==> config.mk <==
export PLATFORM = sky130hd
export DESIGN_NAME = msx_memory_map
export DESIGN_NICKNAME = d
export VERILOG_FILES = /design/src/hw/msx_map_pkg.sv /design/src/hw/msx_bus_pkg.sv /design/src/hw/msx_memory_map.sv /design/src/hw/sdram_address_map.sv /design/src/hw/mapper_segments.sv /design/src/hw/slot_select.sv /design/src/hw/bus_control.sv
export VERILOG_INCLUDE_DIRS = /design/src /design/src/include
export SDC_FILE = /design/constraint.sdc
export NUM_CORES = 1
export LEC_CHECK = 0
export BUFFER_PORTS_ARGS = -buffer_cell sky130_fd_sc_hd__buf_2
export CAP_MARGIN = 20
export CORE_UTILIZATION = 25
export CTS_CLUSTER_SIZE = 30
export DETAILED_ROUTE_END_ITERATION = 10
export SLEW_MARGIN = 15
export SYNTH_ARGS = -nofsm -noshare
export SYNTH_HDL_FRONTEND = slang
export SYNTH_SLANG_ARGS = --single-unit
==> constraint.sdc <==
create_clock -name clk42m -period 9.5 [get_ports clk42m]
set_clock_uncertainty 0.2 [all_clocks]
set_input_delay 1.9 -clock clk42m [delete_from_list [all_inputs] [get_ports clk42m]]
set_output_delay 1.9 -clock clk42m [all_outputs]
set_load 0.02 [all_outputs]
==> src/include/msx_map_config.svh <==
// ---------------------------------------------------------------------
// Constants of the MSX memory-side glue: I/O ports, register address,
// SDRAM bank numbers and the request credit budget
// Included by the RTL blocks that decode or count against them
// ---------------------------------------------------------------------
`ifndef MSX_MAP_CONFIG_SVH
`define MSX_MAP_CONFIG_SVH

// ---------------------------------------------------------------------
// I/O ports and memory-mapped registers
// ---------------------------------------------------------------------
`define PPI_SLOT_PORT		8'hA8		// Primary slot select, PPI port A
`define MAPPER_PORT_BASE	8'hFC		// FCh..FFh, low two bits pick the page
`define SSLOT_REG_ADDR		16'hFFFF	// Secondary slot register in expanded slots

// ---------------------------------------------------------------------
// SDRAM banks, 8 KB each
// ---------------------------------------------------------------------
`define MAIN_ROM_BANK		10'h010		// Slot 0-0, four banks
`define MUSIC_BANK			10'h01A		// Slot 0-2, two banks
`define SUB_ROM_BANK		10'h040		// Slot 3-1, two banks
`define MAPPER_BANK_BASE	10'h200		// Slot 3-0, 256 segments of 16 KB

// ---------------------------------------------------------------------
// Request flow control
// ---------------------------------------------------------------------
`define MEM_CREDITS			2			// Requests in flight at most
`define CREDIT_W			2			// Counter width, holds 0..MEM_CREDITS

// Idle bus value
`define UNMAPPED_DATA		8'hFF

`endif
==> src/hw/msx_map_pkg.sv <==
// ---------------------------------------------------------------------
// Types of the MSX memory map: slots, mapper segments and the SDRAM
// address space behind them
// Referenced with scoped names by the slot, mapper and address blocks
// ---------------------------------------------------------------------
`default_nettype none

package msx_map_pkg;

	// Primary slot or subslot number
	typedef logic [1:0]		slot_num_t;

	// Memory mapper segment, 16 KB each
	typedef logic [7:0]		segment_t;

	// 8 KB bank inside the SDRAM
	typedef logic [9:0]		sdram_bank_t;

	// Byte address into the 8 MB SDRAM
	// Bank in [22:13], offset in [12:0]
	typedef logic [22:0]	sdram_addr_t;

endpackage

`default_nettype wire

==> src/hw/msx_bus_pkg.sv <==
// ---------------------------------------------------------------------
// Types of the CPU cycle port and of the bus control FSM
// Referenced with scoped names by the top level and bus_control
// ---------------------------------------------------------------------
`default_nettype none

package msx_bus_pkg;

	typedef logic [15:0]	cpu_addr_t;		// Z80 address, I/O uses low byte
	typedef logic [7:0]		cpu_data_t;		// Z80 data byte

	// Bus control states
	typedef enum logic [2:0] {
		ST_IDLE,							// Waiting for bus_valid
		ST_REG_RESP,						// Local answer, bus_done now
		ST_WAIT_CREDIT,						// Mapped access, no credit held
		ST_WAIT_RDATA,						// Read issued, data pending
		ST_DONE								// SDRAM cycle finished, bus_done now
	} ctrl_state_t;

endpackage

`default_nettype wire

==> src/hw/msx_memory_map.sv <==
// ---------------------------------------------------------------------
// Memory-side glue of the MSX: CPU cycle port in, SDRAM request port
// out, slot and mapper registers in between
// Top level of the design, wiring of the four blocks only
// ---------------------------------------------------------------------
`default_nettype none

module msx_memory_map (
	input	wire						clk42m,
	input	wire						ff_reset_n,
	// CPU cycle port
	input	wire						bus_valid,
	input	wire						bus_io,
	input	wire						bus_write,
	input	wire msx_bus_pkg::cpu_addr_t	bus_addr,
	input	wire msx_bus_pkg::cpu_data_t	bus_wdata,
	output	wire						bus_done,
	output	wire msx_bus_pkg::cpu_data_t	bus_rdata,
	// SDRAM request port
	output	wire						mem_req_valid,
	output	wire						mem_req_write,
	output	wire msx_map_pkg::sdram_addr_t	mem_req_addr,
	output	wire msx_bus_pkg::cpu_data_t	mem_req_wdata,
	input	wire						mem_credit,
	input	wire						mem_rdata_valid,
	input	wire msx_bus_pkg::cpu_data_t	mem_rdata
);
	wire						w_reg_wr;
	wire						w_slot_reg_hit;
	wire msx_bus_pkg::cpu_data_t	w_slot_reg_rdata;
	wire						w_map_reg_hit;
	wire msx_bus_pkg::cpu_data_t	w_map_reg_rdata;
	wire msx_map_pkg::slot_num_t	w_page_slot;
	wire msx_map_pkg::slot_num_t	w_page_sub;
	wire msx_map_pkg::segment_t		w_page_segment;
	wire msx_map_pkg::sdram_addr_t	w_mem_addr;
	wire						w_region_mapped;
	wire						w_region_writable;

	// ---------------------------------------------------------------------
	// Cycle control
	// ---------------------------------------------------------------------
	bus_control u_bus_control (
		.clk42m				( clk42m			),
		.ff_reset_n			( ff_reset_n		),
		.bus_valid			( bus_valid			),
		.bus_io				( bus_io			),
		.bus_write			( bus_write			),
		.bus_wdata			( bus_wdata			),
		.bus_done			( bus_done			),
		.bus_rdata			( bus_rdata			),
		.mem_req_valid		( mem_req_valid		),
		.mem_req_write		( mem_req_write		),
		.mem_req_addr		( mem_req_addr		),
		.mem_req_wdata		( mem_req_wdata		),
		.mem_credit			( mem_credit		),
		.mem_rdata_valid	( mem_rdata_valid	),
		.mem_rdata			( mem_rdata			),
		.reg_wr				( w_reg_wr			),
		.slot_reg_hit		( w_slot_reg_hit	),
		.map_reg_hit		( w_map_reg_hit		),
		.slot_reg_rdata		( w_slot_reg_rdata	),
		.map_reg_rdata		( w_map_reg_rdata	),
		.mem_addr			( w_mem_addr		),
		.region_mapped		( w_region_mapped	),
		.region_writable	( w_region_writable	)
	);

	// ---------------------------------------------------------------------
	// Slot and mapper registers
	// ---------------------------------------------------------------------
	slot_select u_slot_select (
		.clk42m				( clk42m			),
		.ff_reset_n			( ff_reset_n		),
		.reg_wr				( w_reg_wr			),
		.bus_io				( bus_io			),
		.bus_addr			( bus_addr			),
		.bus_wdata			( bus_wdata			),
		.page_slot			( w_page_slot		),
		.page_sub			( w_page_sub		),
		.slot_reg_hit		( w_slot_reg_hit	),
		.slot_reg_rdata		( w_slot_reg_rdata	)
	);

	mapper_segments u_mapper_segments (
		.clk42m				( clk42m			),
		.ff_reset_n			( ff_reset_n		),
		.reg_wr				( w_reg_wr			),
		.bus_io				( bus_io			),
		.bus_addr			( bus_addr			),
		.bus_wdata			( bus_wdata			),
		.page_segment		( w_page_segment	),
		.map_reg_hit		( w_map_reg_hit		),
		.map_reg_rdata		( w_map_reg_rdata	)
	);

	// Slot/page to SDRAM translation
	sdram_address_map u_sdram_address_map (
		.bus_addr			( bus_addr			),
		.page_slot			( w_page_slot		),
		.page_sub			( w_page_sub		),
		.page_segment		( w_page_segment	),
		.mem_addr			( w_mem_addr		),
		.region_mapped		( w_region_mapped	),
		.region_writable	( w_region_writable	)
	);

endmodule

`default_nettype wire

==> src/hw/sdram_address_map.sv <==
// ---------------------------------------------------------------------
// Slot, subslot and page to SDRAM bank translation
// Purely combinational, also flags mapped and writable regions
// ---------------------------------------------------------------------
`default_nettype none
`include "msx_map_config.svh"

module sdram_address_map (
	input	wire msx_bus_pkg::cpu_addr_t	bus_addr,
	input	wire msx_map_pkg::slot_num_t	page_slot,
	input	wire msx_map_pkg::slot_num_t	page_sub,
	input	wire msx_map_pkg::segment_t		page_segment,
	output	msx_map_pkg::sdram_addr_t	mem_addr,
	output	logic						region_mapped,
	output	logic						region_writable
);
	logic [1:0]					w_page;
	msx_map_pkg::sdram_bank_t	w_bank;

	assign w_page = bus_addr[15:14];

	always_comb begin
		w_bank			= '0;
		region_mapped	= 1'b0;
		region_writable	= 1'b0;
		if ((page_slot == 2'd3) && (page_sub == 2'd0)) begin
			// Mapper RAM, 2 banks per segment, all pages
			w_bank			= `MAPPER_BANK_BASE + {1'b0, page_segment, bus_addr[13]};
			region_mapped	= 1'b1;
			region_writable	= 1'b1;
		end else if ((page_slot == 2'd0) && (page_sub == 2'd0) && !w_page[1]) begin
			w_bank			= `MAIN_ROM_BANK + {8'd0, bus_addr[14:13]};	// 32 KB at 0000h
			region_mapped	= 1'b1;
		end else if ((page_slot == 2'd0) && (page_sub == 2'd2) && (w_page == 2'd1)) begin
			w_bank			= `MUSIC_BANK + {9'd0, bus_addr[13]};		// MSX-MUSIC at 4000h
			region_mapped	= 1'b1;
		end else if ((page_slot == 2'd3) && (page_sub == 2'd1) && (w_page == 2'd0)) begin
			w_bank			= `SUB_ROM_BANK + {9'd0, bus_addr[13]};	// SUB-ROM at 0000h
			region_mapped	= 1'b1;
		end
	end

	// Bank on top, offset inside the 8 KB bank below
	assign mem_addr = {w_bank, bus_addr[12:0]};

endmodule

`default_nettype wire

==> src/hw/mapper_segments.sv <==
// ---------------------------------------------------------------------
// Memory mapper segment registers at I/O ports FCh to FFh, one per
// 16 KB page, with readback and the segment of the current access
// ---------------------------------------------------------------------
`default_nettype none
`include "msx_map_config.svh"

module mapper_segments (
	input	wire						clk42m,
	input	wire						ff_reset_n,
	input	wire						reg_wr,
	input	wire						bus_io,
	input	wire msx_bus_pkg::cpu_addr_t	bus_addr,
	input	wire msx_bus_pkg::cpu_data_t	bus_wdata,
	output	msx_map_pkg::segment_t		page_segment,
	output	logic						map_reg_hit,
	output	msx_bus_pkg::cpu_data_t		map_reg_rdata
);
	msx_map_pkg::segment_t		ff_segment [4];		// Indexed by page
	logic						w_port_hit;

	// FCh..FFh, low two bits select the page
	assign w_port_hit = bus_io && ({bus_addr[7:2], 2'b00} == `MAPPER_PORT_BASE);

	always_ff @(posedge clk42m) begin
		if (!ff_reset_n) begin
			for (int i = 0; i < 4; i++) begin
				ff_segment[i] <= msx_map_pkg::segment_t'(3 - i);	// 3,2,1,0
			end
		end else if (reg_wr && w_port_hit) begin
			ff_segment[bus_addr[1:0]] <= bus_wdata;
		end
	end

	assign map_reg_hit		= w_port_hit;
	assign map_reg_rdata	= ff_segment[bus_addr[1:0]];

	// Segment behind the memory page being accessed
	assign page_segment		= ff_segment[bus_addr[15:14]];

endmodule

`default_nettype wire

==> src/hw/slot_select.sv <==
// ---------------------------------------------------------------------
// Primary slot register at port A8h and secondary slot registers of
// expanded slots 0 and 3 at FFFFh, with the slot lookup per access
// ---------------------------------------------------------------------
`default_nettype none
`include "msx_map_config.svh"

module slot_select (
	input	wire						clk42m,
	input	wire						ff_reset_n,
	input	wire						reg_wr,
	input	wire						bus_io,
	input	wire msx_bus_pkg::cpu_addr_t	bus_addr,
	input	wire msx_bus_pkg::cpu_data_t	bus_wdata,
	output	msx_map_pkg::slot_num_t		page_slot,
	output	msx_map_pkg::slot_num_t		page_sub,
	output	logic						slot_reg_hit,
	output	msx_bus_pkg::cpu_data_t		slot_reg_rdata
);
	msx_bus_pkg::cpu_data_t		ff_primary;		// Two bits per page
	msx_bus_pkg::cpu_data_t		ff_sec0;		// Subslots of slot 0
	msx_bus_pkg::cpu_data_t		ff_sec3;		// Subslots of slot 3

	logic [2:0]					w_pair;			// Bit pair index of this page
	msx_map_pkg::slot_num_t		w_page3_slot;
	msx_bus_pkg::cpu_data_t		w_page3_sec;
	logic						w_ppi_hit;
	logic						w_sslot_hit;

	assign w_pair = {bus_addr[15:14], 1'b0};
	assign page_slot = ff_primary[w_pair +: 2];

	// Subslot only in expanded slots
	always_comb begin
		case (page_slot)
			2'd0:		page_sub = ff_sec0[w_pair +: 2];
			2'd3:		page_sub = ff_sec3[w_pair +: 2];
			default:	page_sub = 2'd0;
		endcase
	end

	// FFFFh belongs to whatever slot page 3 points at
	assign w_page3_slot	= ff_primary[7:6];
	assign w_page3_sec	= (w_page3_slot == 2'd3) ? ff_sec3 : ff_sec0;

	assign w_ppi_hit	= bus_io && (bus_addr[7:0] == `PPI_SLOT_PORT);
	assign w_sslot_hit	= !bus_io && (bus_addr == `SSLOT_REG_ADDR) &&
						  ((w_page3_slot == 2'd0) || (w_page3_slot == 2'd3));

	assign slot_reg_hit		= w_ppi_hit || w_sslot_hit;
	assign slot_reg_rdata	= w_ppi_hit ? ff_primary : ~w_page3_sec;	// Secondary reads inverted

	always_ff @(posedge clk42m) begin
		if (!ff_reset_n) begin
			ff_primary	<= '0;
			ff_sec0		<= '0;
			ff_sec3		<= '0;
		end else if (reg_wr) begin
			if (w_ppi_hit) begin
				ff_primary <= bus_wdata;
			end
			if (w_sslot_hit && (w_page3_slot == 2'd3)) begin
				ff_sec3 <= bus_wdata;
			end else if (w_sslot_hit) begin
				ff_sec0 <= bus_wdata;
			end
		end
	end

endmodule

`default_nettype wire

==> src/hw/bus_control.sv <==
// ---------------------------------------------------------------------
// CPU cycle FSM: answers register and unmapped cycles locally, sends
// mapped cycles to the SDRAM request port under credit flow control
// Writes are posted, reads wait for their data before bus_done
// ---------------------------------------------------------------------
`default_nettype none
`include "msx_map_config.svh"

module bus_control (
	input	wire						clk42m,
	input	wire						ff_reset_n,
	// CPU cycle port
	input	wire						bus_valid,
	input	wire						bus_io,
	input	wire						bus_write,
	input	wire msx_bus_pkg::cpu_data_t	bus_wdata,
	output	logic						bus_done,
	output	msx_bus_pkg::cpu_data_t		bus_rdata,
	// SDRAM request port
	output	logic						mem_req_valid,
	output	logic						mem_req_write,
	output	msx_map_pkg::sdram_addr_t	mem_req_addr,
	output	msx_bus_pkg::cpu_data_t		mem_req_wdata,
	input	wire						mem_credit,
	input	wire						mem_rdata_valid,
	input	wire msx_bus_pkg::cpu_data_t	mem_rdata,
	// Register blocks and address map
	output	logic						reg_wr,
	input	wire						slot_reg_hit,
	input	wire						map_reg_hit,
	input	wire msx_bus_pkg::cpu_data_t	slot_reg_rdata,
	input	wire msx_bus_pkg::cpu_data_t	map_reg_rdata,
	input	wire msx_map_pkg::sdram_addr_t	mem_addr,
	input	wire						region_mapped,
	input	wire						region_writable
);
	localparam logic [`CREDIT_W-1:0] CREDIT_INIT = `MEM_CREDITS;

	msx_bus_pkg::ctrl_state_t	ff_state;
	logic [`CREDIT_W-1:0]		ff_credits;		// Credits held
	logic						ff_reg_wr;
	logic						ff_req_valid;
	logic						ff_req_write;
	msx_map_pkg::sdram_addr_t	ff_req_addr;
	msx_bus_pkg::cpu_data_t		ff_req_wdata;
	msx_bus_pkg::cpu_data_t		ff_rdata;

	logic						w_start;
	logic						w_reg_cycle;
	logic						w_mem_cycle;
	logic						w_credit_ok;
	logic						w_issue;
	msx_bus_pkg::cpu_data_t		w_local_rdata;

	// ---------------------------------------------------------------------
	// Cycle classification
	// ---------------------------------------------------------------------
	assign w_start		= (ff_state == msx_bus_pkg::ST_IDLE) && bus_valid;
	assign w_reg_cycle	= bus_io || slot_reg_hit;		// Any I/O, or FFFFh in expanded slot
	assign w_mem_cycle	= !w_reg_cycle && region_mapped && (!bus_write || region_writable);
	assign w_credit_ok	= (ff_credits != '0);

	// One request per cycle, first try or after a stall
	assign w_issue		= w_mem_cycle && w_credit_ok &&
						  (w_start || (ff_state == msx_bus_pkg::ST_WAIT_CREDIT));

	// Local readback, idle bus otherwise
	assign w_local_rdata	= slot_reg_hit	? slot_reg_rdata :
							  map_reg_hit	? map_reg_rdata :
											  `UNMAPPED_DATA;

	// ---------------------------------------------------------------------
	// FSM
	// ---------------------------------------------------------------------
	always_ff @(posedge clk42m) begin
		if (!ff_reset_n) begin
			ff_state		<= msx_bus_pkg::ST_IDLE;
			ff_reg_wr		<= 1'b0;
			ff_req_valid	<= 1'b0;
		end else begin
			ff_reg_wr		<= w_start && bus_write;	// Blocks qualify with own hit
			ff_req_valid	<= w_issue;
			case (ff_state)
				msx_bus_pkg::ST_IDLE: begin
					if (bus_valid) begin
						if (!w_mem_cycle) begin
							ff_state <= msx_bus_pkg::ST_REG_RESP;
						end else if (!w_credit_ok) begin
							ff_state <= msx_bus_pkg::ST_WAIT_CREDIT;	// Back-pressure
						end else if (bus_write) begin
							ff_state <= msx_bus_pkg::ST_DONE;			// Posted
						end else begin
							ff_state <= msx_bus_pkg::ST_WAIT_RDATA;
						end
					end
				end
				msx_bus_pkg::ST_WAIT_CREDIT: begin
					if (w_credit_ok) begin
						ff_state <= bus_write ? msx_bus_pkg::ST_DONE : msx_bus_pkg::ST_WAIT_RDATA;
					end
				end
				msx_bus_pkg::ST_WAIT_RDATA: begin
					if (mem_rdata_valid) begin
						ff_state <= msx_bus_pkg::ST_DONE;
					end
				end
				default: begin
					ff_state <= msx_bus_pkg::ST_IDLE;	// REG_RESP and DONE last one cycle
				end
			endcase
		end
	end

	// Credit counter, one down per issue, one up per returned credit
	always_ff @(posedge clk42m) begin
		if (!ff_reset_n) begin
			ff_credits <= CREDIT_INIT;
		end else if (w_issue && !mem_credit) begin
			ff_credits <= ff_credits - 1'b1;
		end else if (!w_issue && mem_credit) begin
			ff_credits <= ff_credits + 1'b1;
		end
	end

	// Request payload and returned byte
	always_ff @(posedge clk42m) begin
		if (w_issue) begin
			ff_req_write	<= bus_write;
			ff_req_addr		<= mem_addr;
			ff_req_wdata	<= bus_wdata;
		end
		if (w_start && !w_mem_cycle) begin
			ff_rdata <= w_local_rdata;
		end else if ((ff_state == msx_bus_pkg::ST_WAIT_RDATA) && mem_rdata_valid) begin
			ff_rdata <= mem_rdata;		// In order, so this is ours
		end
	end

	assign bus_done			= (ff_state == msx_bus_pkg::ST_REG_RESP) ||
							  (ff_state == msx_bus_pkg::ST_DONE);
	assign bus_rdata		= ff_rdata;
	assign reg_wr			= ff_reg_wr;
	assign mem_req_valid	= ff_req_valid;
	assign mem_req_write	= ff_req_write;
	assign mem_req_addr		= ff_req_addr;
	assign mem_req_wdata	= ff_req_wdata;

endmodule

`default_nettype wire

== Yosys cells after proc, flatten, opt, wreduce, memory -nomap -nowiden ==
Memory sizes are Yosys's and may differ from the RTL's.
Index checks and enable logic that the tools add are counted.
Word-level totals
  flip-flop bits (word level): 71
  memory bits (writable): 32
  input bits: 39
  output and inout port bits: 42
  word-level logic and storage cells: 119
  memories: 1
Cells by class
  add/subtract/negate cells: 6
  eq/ne operators: 15
  shifts and indexed selects: 3
  multiplexer cells: 32
  bitwise logic cells: 2
  reductions and logical operators: 49
Memory list
  u_mapper_segments.ff_segment: depth 4, bits a word 8, read ports 2, clocked after memory_dff 0, write ports 4, line mapper_segments.sv:19  | msx_map_pkg::segment_t ff_segment [4];
Operators with widths (count)
  $mux W8: 7
  $mux W10: 4
  $shiftx A8 B4 Y2: 3
  $logic_and A1 B1 Y1: 23
  $mux W3: 6
  $eq A16 B16 Y1 const B: 1
  $add A10 B9 Y10 const A: 1
  $mux W1: 10
  $pmux W3 S3: 1
  $add A7 B1 Y8 const A: 1
  $eq A8 B8 Y1 const B: 1
  $logic_not A2 Y1: 4
  $not A8 Y8: 1
  $reduce_or A8 Y1: 1
  $logic_not A1 Y1: 7
  $add A5 B1 Y6 const A: 1
  $add A5 B2 Y6 const A: 1
  $eq A2 B2 Y1 const B: 3
  $eq A3 B2 Y1 const B: 2
  $eq A6 B6 Y1 const B: 1
  $logic_or A1 B1 Y1: 6
  $mux W2: 3
  $reduce_and A3 Y1: 2
  $reduce_bool A2 Y1: 3
  11 further kinds: 14

== Depth between registers and ports, before layout ==
Gate-level depths: netlist of run 1.
  depth in word-level cells: 18
  gate-level depth with buffers: 15
  gate-level depth less buffers: 11

== Hierarchy ==
From an unflattened synthesis of run 1, not the netlist that was laid out.
Unflattened totals
  cells, all modules: 448
  area total of the unflattened synthesis: 5451.5 um^2
Modules (own cells, without submodules)
  bus_control: times used 1, cells each 127, area each 1918.1 um^2, seq. area each 1341.3 um^2
  mapper_segments: times used 1, cells each 128, area each 1843.0 um^2, seq. area each 960.9 um^2
  slot_select: times used 1, cells each 158, area each 1447.6 um^2, seq. area each 480.5 um^2
  sdram_address_map: times used 1, cells each 35, area each 242.7 um^2, seq. area each 0.0 um^2

== Worst setup path after synthesis of run 1 ==
Ideal clock, no wire load.
  path type: input-to-reg
  start: in bus_addr[14]
  end: reg u_bus_control.ff_credits[1]
  setup time: 0.062 ns
  data arrival time: 6.044 ns
  data required time: 9.238 ns
  path slack: 3.194 ns
  stages on the path: 14
  buffers on the path: 4
  path through: buf_2 -> buf_2 -> mux4_2 -> ha_1 -> buf_6 -> mux2i_1 -> o22ai_1 -> o31a_1 -> buf_6 -> o32ai_4 -> and4_1 -> ha_1 -> or3_1 -> nand3_1
Between the ends
  word-level cells in the longest chain between the ends: 17
  elaborated cells between the ends (all ways): 39
  classes of those cells: 5 x eq/ne; 3 x shift; 7 x mux; 24 x reduce/logical
Ends and longest elaborated chain
  start: declaration: line msx_memory_map.sv:15  | input wire msx_bus_pkg::cpu_addr_t bus_addr,
  $shiftx A8 B4 Y2: line slot_select.sv:31  | assign page_slot = ff_primary[w_pair +: 2];
  $eq A2 B2 Y1 or $logic_not A2 Y1 (tied branches)
  $pmux W2 S2: line slot_select.sv:35  | case (page_slot)
  $eq A2 B1 Y1: line sdram_address_map.sv:37  | end else if ((page_slot == 2'd3) && (page_sub == 2'd1) && (w_page == 2'd0)) begin
  $logic_and A1 B1 Y1 (2 in series): line sdram_address_map.sv:37
  $mux W1: line sdram_address_map.sv:37
  $mux W1: line sdram_address_map.sv:34  | end else if ((page_slot == 2'd0) && (page_sub == 2'd2) && (w_page == 2'd1)) begin
  $mux W1: line sdram_address_map.sv:31  | end else if ((page_slot == 2'd0) && (page_sub == 2'd0) && !w_page[1]) begin
  $mux W1: line sdram_address_map.sv:26  | if ((page_slot == 2'd3) && (page_sub == 2'd0)) begin
  $logic_and A1 B1 Y1: line bus_control.sv:60  | assign w_mem_cycle = !w_reg_cycle && region_mapped && (!bus_write || region_writable);
  $logic_and A1 B1 Y1 *: line bus_control.sv:60
  $logic_and A1 B1 Y1 * (2 in series): line bus_control.sv:64  | assign w_issue = w_mem_cycle && w_credit_ok &&
  named net u_bus_control.w_issue: line bus_control.sv:52  | logic w_issue;
  $logic_not A1 Y1: line bus_control.sv:120  | end else if (!w_issue && mem_credit) begin
  $logic_and A1 B1 Y1: line bus_control.sv:120
  $reduce_bool A2 Y1 (no source line)
  end signal: assignment: line bus_control.sv:119  | ff_credits <= ff_credits - 1'b1;
  end signal: assignment: line bus_control.sv:121  | ff_credits <= ff_credits + 1'b1;
  end: declaration: line bus_control.sv:40  | logic [`CREDIT_W-1:0] ff_credits;
The timed path passes the listed nets; every way through them passes the cells marked *.
A chain may end at the register's enable or synchronous reset.

== Worst setup path after layout of run 1 ==
Ends and elaborated chain as after synthesis.

==> results of run 1 <==
[final cells by class]
class | count | area [µm²] | share of cell area
Multi-Input combinational cell | 262 | 2040 | 0.344
Tap cell | 265 | 332 | 0.0560
Timing Repair Buffer | 82 | 415 | 0.0702
Clock buffer | 10 | 239 | 0.0404
Sequential cell | 103 | 2780 | 0.470
Clock inverter | 6 | 45.0 | 0.00761
Inverter | 18 | 67.6 | 0.0114
[flip-flops by register name (all words and copies together), names as in the netlist]
name	flops
u_slot_select.ff_sec3	8
u_bus_control.bus_rdata	8
u_slot_select.ff_primary	8
u_slot_select.ff_sec0	8
u_mapper_segments.ff_segment	32
u_bus_control.mem_req_valid	1
u_bus_control.mem_req_addr	23
u_bus_control.mem_req_wdata	8
u_bus_control.ff_state	3
u_bus_control.ff_credits	2
u_bus_control.reg_wr	1
u_bus_control.mem_req_write	1
[layer usage]
layer / routed length, µm / share of wire
met1: 5490 / 0.45
met2: 5580 / 0.46
met5: 0 / 0
met4: 242 / 0.020
met3: 837 / 0.069
[worst reg2reg max path, stage by stage, from the launching register on]
cell and delay [ns]:
dfxtp_1 0.35, mux4_2 0.49, ha_1 0.35, mux2i_1 0.23
o22ai_1 0.12, o31a_1 0.43, o21ai_1 0.41, and4_2 0.90
ha_1 0.40, or3_1 0.38, nand3_1 0.09
[cell usage in the layout, fill, tap and decap left out, drive strengths merged, types with 3 or more instances in the layout]
master,n
o22ai,7
nand2b,4
and2,18
inv,19
nand2,37
a21boi,8
o21a,4
nor3,8
nand3,7
nor2b,19
clkinv,4
edfxtp,72
xnor2,3
mux2,11
nor4,3
mux2i,26
a22o,3
mux4,17
ha,4
buf,82
or3,9
nor2,31
o21ai,8
dfxtp,31
clkbuf,10
a21oi,13
[power by group through the flow]
| stage | combinational [mW] | clock [mW] | sequential (mW) |
|---|---|---|---|
| 2_1_floorplan | 0.0433 | 0 | 0.511 |
| 3_3_place_gp | 0.0764 | 0 | 0.506 |
| 3_5_place_dp | 0.0782 | 0 | 0.506 |
| 4_1_cts | 0.0786 | 0.361 | 0.496 |
| 5_1_grt | 0.0846 | 0.377 | 0.498 |
| 6_report | 0.0778 | 0.350 | 0.496 |
[metrics by stage]
step | hold WS [ns] | power (mW) | cells
floorplan | 0.251 | 0.554 | 402
global placement | 0.281 | 0.583 | 729
detailed placement | 0.292 | 0.585 | 730
CTS | 0.303 | 0.936 | 746
global route | 0.332 | 0.959 | 746
finish | 0.303 | 0.924 | 746
[cell families (layout without fill, tap and decap cells)]
kind of cell             after synthesis  in the layout  synth area share
adder cells (fa/ha/maj)                4              4            0.0100
buffers and inverters                 37            116            0.0324
AND/OR/NAND/NOR                      147            147             0.155
multiplexers                          54             54             0.158
flip-flops                           103            103             0.559
AO/OA/AOI/OAI                         54             54            0.0804
XOR/XNOR                               3              3           0.00528
[how the worst max path moves through the flow]
stage | startpoint | endpoint | slack (ns) | depth (start not counted)
3_5_place_dp | bus_addr[14] | u_bus_control.ff_credits[1] | 3.00 | 11
5_1_grt | bus_addr[14] | u_bus_control.ff_credits[1] | 3.11 | 11
4_1_cts | bus_addr[14] | u_bus_control.ff_credits[1] | 3.38 | 11
3_3_place_gp | bus_addr[14] | u_bus_control.ff_credits[1] | 3.17 | 11
2_1_floorplan | bus_addr[14] | u_bus_control.ff_credits[1] | 3.19 | 14
6_report | bus_addr[14] | u_bus_control.ff_credits[1] | 3.40 | 11
==> impl_metrics.env, run 1 <==
export IMPL_status="finished clean"
export IMPL_overflow=0
export IMPL_fillCellCount=1994
export IMPL_ir_drop_mv=0.0766
export IMPL_die_area_um2=20500
export IMPL_p_clk_frac=0.379
export IMPL_setup_viol=0
export IMPL_power_switching_uw=216
export IMPL_dieHeight_um=143
export IMPL_hold_path_class="reg2reg"
export IMPL_die_w_um=143
export IMPL_cts_path_max_buffers=2
export IMPL_path_delay_family="simple AND/OR/NAND/NOR gates"
export IMPL_yosys_top_cells_area="edfxtp_1 (43%), dfxtp_1 (12%), mux4_2 (7.7%), mux2i_1 (5.2%), nand2_1 (2.7%)"
export IMPL_ys_types=55
export IMPL_wl_per_cell_um=16.3
export IMPL_num_vias=3378
export IMPL_dp_hpwl_mm=9.08
export IMPL_track_usage=0.123
export IMPL_grt_pass1_vias=3296
export IMPL_place_congestion=0.853
export IMPL_internal_power_uw=709
export IMPL_grt_max_degree=35
export IMPL_tritoncts="done"
export IMPL_postRouteWirelength_mm=12.1
export IMPL_power_switching_share=0.233
export IMPL_r2r_slack_ns=5.08
export IMPL_hold_viol_final=0
export IMPL_end_kind="flop"
export IMPL_rr_worst_depth=10
export IMPL_max_cap_violations=0
export IMPL_top_usage_layer="met2"
export IMPL_pwr_share_seq=0.537
export IMPL_rows=51
export IMPL_routed_via_density=4.53
export IMPL_grt_pass1_wl_mm=18.3
export IMPL_placed_cell_area_um2=5640
export IMPL_required_ns=9.59
export IMPL_yosysWarnings=0
export IMPL_worst_hold_path_endpoint="u_slot_select.ff_primary[3]"
export IMPL_dp_slack_ns=3.00
export IMPL_p_leak_nw=2.24
export IMPL_min_delay_start="u_slot_select.ff_primary[3]"
export IMPL_worstReg2RegEnd="u_bus_control.ff_credits[1]"
export IMPL_slowest_stage="and4_2"
export IMPL_gr_usage_met1=0.160
export IMPL_pwr_share_comb=0.084
export IMPL_fmax_mhz=164
export IMPL_pin_count=81
export IMPL_yosysMostFrequentCell="edfxtp_1"
export IMPL_ys_seq_elements=103
export IMPL_yosysSeqAreaShare=0.559
export IMPL_io_buffers=80
export IMPL_rsz0062_at_grt="no"
export IMPL_synth_edf_count=72
export IMPL_diodes=0
export IMPL_drive_above_1_share=0.287
export IMPL_timing_slew_headroom=0.418
export IMPL_syn_cell_area_um2=4980
export IMPL_syn_inst=402
export IMPL_finalMaxSlewViolations=0
export IMPL_synthFlopType="edfxtp_1"
export IMPL_crit_fanout=34
export IMPL_yosysTopAreaCell="edfxtp_1"
export IMPL_post_cts_buffers=0
export IMPL_async_reset_ff_frac=0
export IMPL_worst_slew_pin_slew_ns=0.873
export IMPL_synth_nets=445
export IMPL_cpPeakStageDelay_ns=0.90
export IMPL_synth_top_area_frac=0.434
export IMPL_path_buf_inv=1
export IMPL_drt_iter0_markers=255
export IMPL_cts_root_buf="clkbuf_16"
export IMPL_layout_setup_ws_ns=3.40
export IMPL_nets=519
export IMPL_numCtsBuffers=9
export IMPL_grt_antenna_before_repair=0
export IMPL_min_period_ns=6.10
export IMPL_syn_area_per_cell_um2=12.4
export IMPL_htreeDepth=3
export IMPL_cts_repair_resized=0
export IMPL_fin_util=0.303
export IMPL_met3_usage=0.0305
export IMPL_rr_startpoint="u_slot_select.ff_primary[6]"
export IMPL_stdcell_area_um2=5920
export IMPL_postRouteAntennaNets=0
export IMPL_arrival_ns=6.19
export IMPL_path_class="in2reg"
export IMPL_fin_tns_setup_ns=0
export IMPL_clk_pin_slew_worst_paths_ns=0.07
export IMPL_crit_path_start_kind="primary input"
export IMPL_power_density_nw_per_um2=156
export IMPL_postCtsHoldBufs=0
export IMPL_min_path_cells=2
export IMPL_drc_errors=0
export IMPL_use_met2=0.192
export IMPL_post_route_period_util=0.642
export IMPL_area_growth_pct=18.8
export IMPL_crit_top_cell="ha_1"
export IMPL_start_util=0.255
export IMPL_cts_sinks=103
export IMPL_core_um2=19500
export IMPL_first_pass_iters=4
export IMPL_path_cells="buf_2 -> mux4_2 -> ha_1 -> mux2i_1 -> o22ai_1 -> o31a_1 -> o21ai_1 -> and4_2 -> ha_1 -> or3_1 -> nand3_1"
export IMPL_synth_common_cells="edfxtp_1 (72), nand2_1 (36), dfxtp_1 (31)"
export IMPL_worstSkewPairLatency_ns=0.35
Note: power is estimated with default switching activity, not from simulation.
==> run 2: changes to the inputs <==
--- a/config.mk
+++ b/config.mk
@@ -6,6 +6,7 @@
 export SDC_FILE = /design/constraint.sdc
 export NUM_CORES = 1
 export LEC_CHECK = 0
+export ABC_AREA = 1
 export BUFFER_PORTS_ARGS = -buffer_cell sky130_fd_sc_hd__buf_2
 export CAP_MARGIN = 20
 export CORE_UTILIZATION = 25
==> constraint.sdc (replaced) <==
create_clock -name clk42m -period 5.07 [get_ports clk42m]
set_clock_uncertainty 0.2 [all_clocks]
set_input_delay 1.014 -clock clk42m [delete_from_list [all_inputs] [get_ports clk42m]]
set_output_delay 1.014 -clock clk42m [all_outputs]
set_load 0.02 [all_outputs]
==> run 2 against run 1 <==
  * Critical path depth is 13 higher
  * Combinational power is 120% higher
  * First-iteration DRC count is 47% higher
  * Die area stayed put
  * Global-route usage is 1.8 points higher
  * Utilization is 0.38 points higher
  * Worst setup slack worse by 2.5 ns
  * Largest cell class unchanged
==> impl_metrics.env, run 2 <==
export IMPL_status="finished clean"
export IMPL_timing_slew_headroom=0.462
export IMPL_startpoint="bus_addr[15]"
export IMPL_final_cell_mix="nand2_1 (102), inv_1 (82), buf_2 (80)"
export IMPL_ys_types=36
export IMPL_end_kind="flop"
export IMPL_io_buffers=80
export IMPL_track_usage=0.141
export IMPL_fillCellCount=2098
export IMPL_yosysSeqAreaShare=0.559
export IMPL_wl_per_cell_um=15.0
export IMPL_rsz0062_at_grt="no"
export IMPL_path_cells="buf_2 -> nor2_4 -> inv_1 -> o22ai_1 -> a31oi_1 -> inv_1 -> ha_1 -> inv_4 -> nand2_1 -> nand3_1 -> nand2_1 -> nand2_1 -> a21oi_4 -> nand2_2 -> a21oi_4 -> nand2_4 -> nor2_4 -> ha_1 -> inv_1 -> nand2_1 -> nor2_1 -> inv_1 -> a21oi_1 -> o21ai_0"
export IMPL_min_delay_start="u_slot_select.ff_sec0[0]"
export IMPL_clk_pin_slew_worst_paths_ns=0.07
export IMPL_drc_errors=0
export IMPL_synth_top_area_frac=0.434
export IMPL_path_class="in2reg"
export IMPL_start_util=0.255
export IMPL_diodes=0
export IMPL_cts_sinks=103
export IMPL_rr_startpoint="u_slot_select.ff_primary[0]"
export IMPL_ys_seq_elements=103
export IMPL_max_cap_violations=0
export IMPL_syn_area_per_cell_um2=8.83
export IMPL_min_period_ns=4.14
export IMPL_power_density_nw_per_um2=303
export IMPL_die_area_um2=20500
export IMPL_grt_pass1_wl_mm=21.6
export IMPL_finalMaxSlewViolations=0
export IMPL_grt_max_degree=33
export IMPL_synth_edf_count=72
export IMPL_synthFlopType="edfxtp_1"
export IMPL_multi_input_area_um2=1790
export IMPL_cts_root_buf="clkbuf_16"
export IMPL_fin_util=0.307
export IMPL_numCtsBuffers=9
export IMPL_slowest_stage="ha_1"
export IMPL_largest_register_ffs=32
export IMPL_setup_viol=0
export IMPL_hold_path_class="reg2reg"
export IMPL_required_ns=5.11
export IMPL_final_common_cell="nand2_1"
export IMPL_cts_repair_resized=0
export IMPL_drive_above_1_share=0.189
export IMPL_pin_count=81
export IMPL_crit_path_start_kind="primary input"
export IMPL_synth_common_cells="nand2_1 (102), inv_1 (82), edfxtp_1 (72)"
export IMPL_worstSkewPairLatency_ns=0.35
export IMPL_area_growth_pct=20.3
export IMPL_place_congestion=0.915
export IMPL_syn_inst=564
export IMPL_yosysMostFrequentCell="nand2_1"
export IMPL_cpPeakStageDelay_ns=0.34
export IMPL_num_vias=4118
export IMPL_first_pass_iters=6
export IMPL_seqCellArea_um2=2780
export IMPL_tritoncts="done"
export IMPL_die_w_um=143
export IMPL_path_buf_inv=6
export IMPL_dp_hpwl_mm=10.7
export IMPL_async_reset_ff_frac=0
export IMPL_htreeDepth=3
export IMPL_grt_antenna_before_repair=0
export IMPL_yosysWarnings=0
export IMPL_postCtsHoldBufs=0
export IMPL_p_leak_nw=2.35
export IMPL_worst_slew_pin_slew_ns=0.786
export IMPL_postRouteAntennaNets=0
export IMPL_post_route_period_util=0.817
export IMPL_grt_pass1_vias=3919
export IMPL_ir_drop_mv=0.111
export IMPL_path_delay_family="simple AND/OR/NAND/NOR gates"
export IMPL_syn_cell_area_um2=4980
export IMPL_yosys_top_cells_area="edfxtp_1 (43%), dfxtp_1 (12%), nand2_1 (7.7%), o21ai_0 (6.3%), inv_1 (6.2%)"
export IMPL_drt_iter0_markers=374
export IMPL_arrival_ns=4.18
export IMPL_cts_path_max_buffers=2
export IMPL_hold_viol_final=0
export IMPL_yosysTopAreaCell="edfxtp_1"
export IMPL_post_cts_buffers=0
export IMPL_core_um2=19500
export IMPL_synth_nets=607
export IMPL_routed_via_density=4.50
export IMPL_fin_tns_setup_ns=0
export IMPL_postRouteWirelength_mm=13.7
export IMPL_fmax_mhz=241
export IMPL_crit_fanout=10
export IMPL_dieHeight_um=143
export IMPL_rows=51
export IMPL_nets=688
export IMPL_regMostFlops="u_mapper_segments.ff_segment"
export IMPL_overflow=0
## run 2: cell types whose count changed after synthesis, moves of 16 or more
cell	before	now
o21ai_0	6	63
nand2_1	36	102
mux2i_1	26	0
nor2_1	30	54
inv_1	17	82
a21oi_1	13	49
nor2b_1	19	0
and2_1	17	1
mux4_2	17	0
## run 2: final timing paths
path                                       to  slack [ns]  cells after the start
setup reg to reg  u_bus_control.ff_credits[1]        1.78                     22
hold / removal       u_slot_select.ff_sec0[0]        0.28                      2
setup / recovery  u_bus_control.ff_credits[1]        0.93                     24
hold reg to reg      u_slot_select.ff_sec0[0]        0.28                      2
## run 2: report_power, final
group | internal [mW] | switching, mW
clock network | 0.389 | 0.322
logic | 0.0513 | 0.120
registers | 0.924 | 0.0110
## run 2: metrics by stage
stage	cells	area [µm²]	hold WS (ns)	power [mW]	setup slack (ns)
CTS	914	5990	0.283	1.84	0.923
global route	915	5990	0.302	1.89	0.575
detailed placement	898	5690	0.271	1.13	0.557
finish	915	5990	0.277	1.82	0.926
floorplan	564	4990	0.234	1.06	0.270
global placement	898	5690	0.266	1.13	0.684
## run 2: cells by family (layout without fill, tap and decap cells)
group | Yosys count | in the layout | synth area share
fa+ha+maj | 4 | 4 | 0.0100
flops | 103 | 103 | 0.559
compound gates | 145 | 145 | 0.167
simple gates | 208 | 208 | 0.180
buf+inv | 104 | 190 | 0.0841
## run 2: worst register-to-register path: stages, from the launching register on
cell     delay (ns)
dfxtp_1        0.33
inv_1          0.06
o22ai_1        0.17
a31oi_1        0.08
inv_1          0.08
ha_1           0.34
inv_4          0.11
nand2_1        0.08
nand3_1        0.06
nand2_1        0.07
nand2_1        0.10
a21oi_4        0.22
nand2_2        0.18
a21oi_4        0.20
nand2_4        0.10
nor2_4         0.09
ha_1           0.23
inv_1          0.08
nand2_1        0.05
nor2_1         0.07
inv_1          0.05
a21oi_1        0.11
o21ai_0        0.10
## run 2: final cells by class
type                       count  share of cell area
tap                          265              0.0553
inverter                      85              0.0541
sequential                   103               0.464
clock inverter                 7              0.0131
multi-input combinational    357               0.298
clock buffer                   9              0.0376
timing repair buffer          89              0.0776
## run 2: layer usage
metal,vias up,global-route usage,share of wire,routed length [µm]
met5,-,0,0,0
met2,153,0.213,0.44,5970
met1,1867,0.193,0.47,6500
met4,0,0.0702,0.032,437
li1,2073,-,-,-
met3,25,0.0241,0.059,811
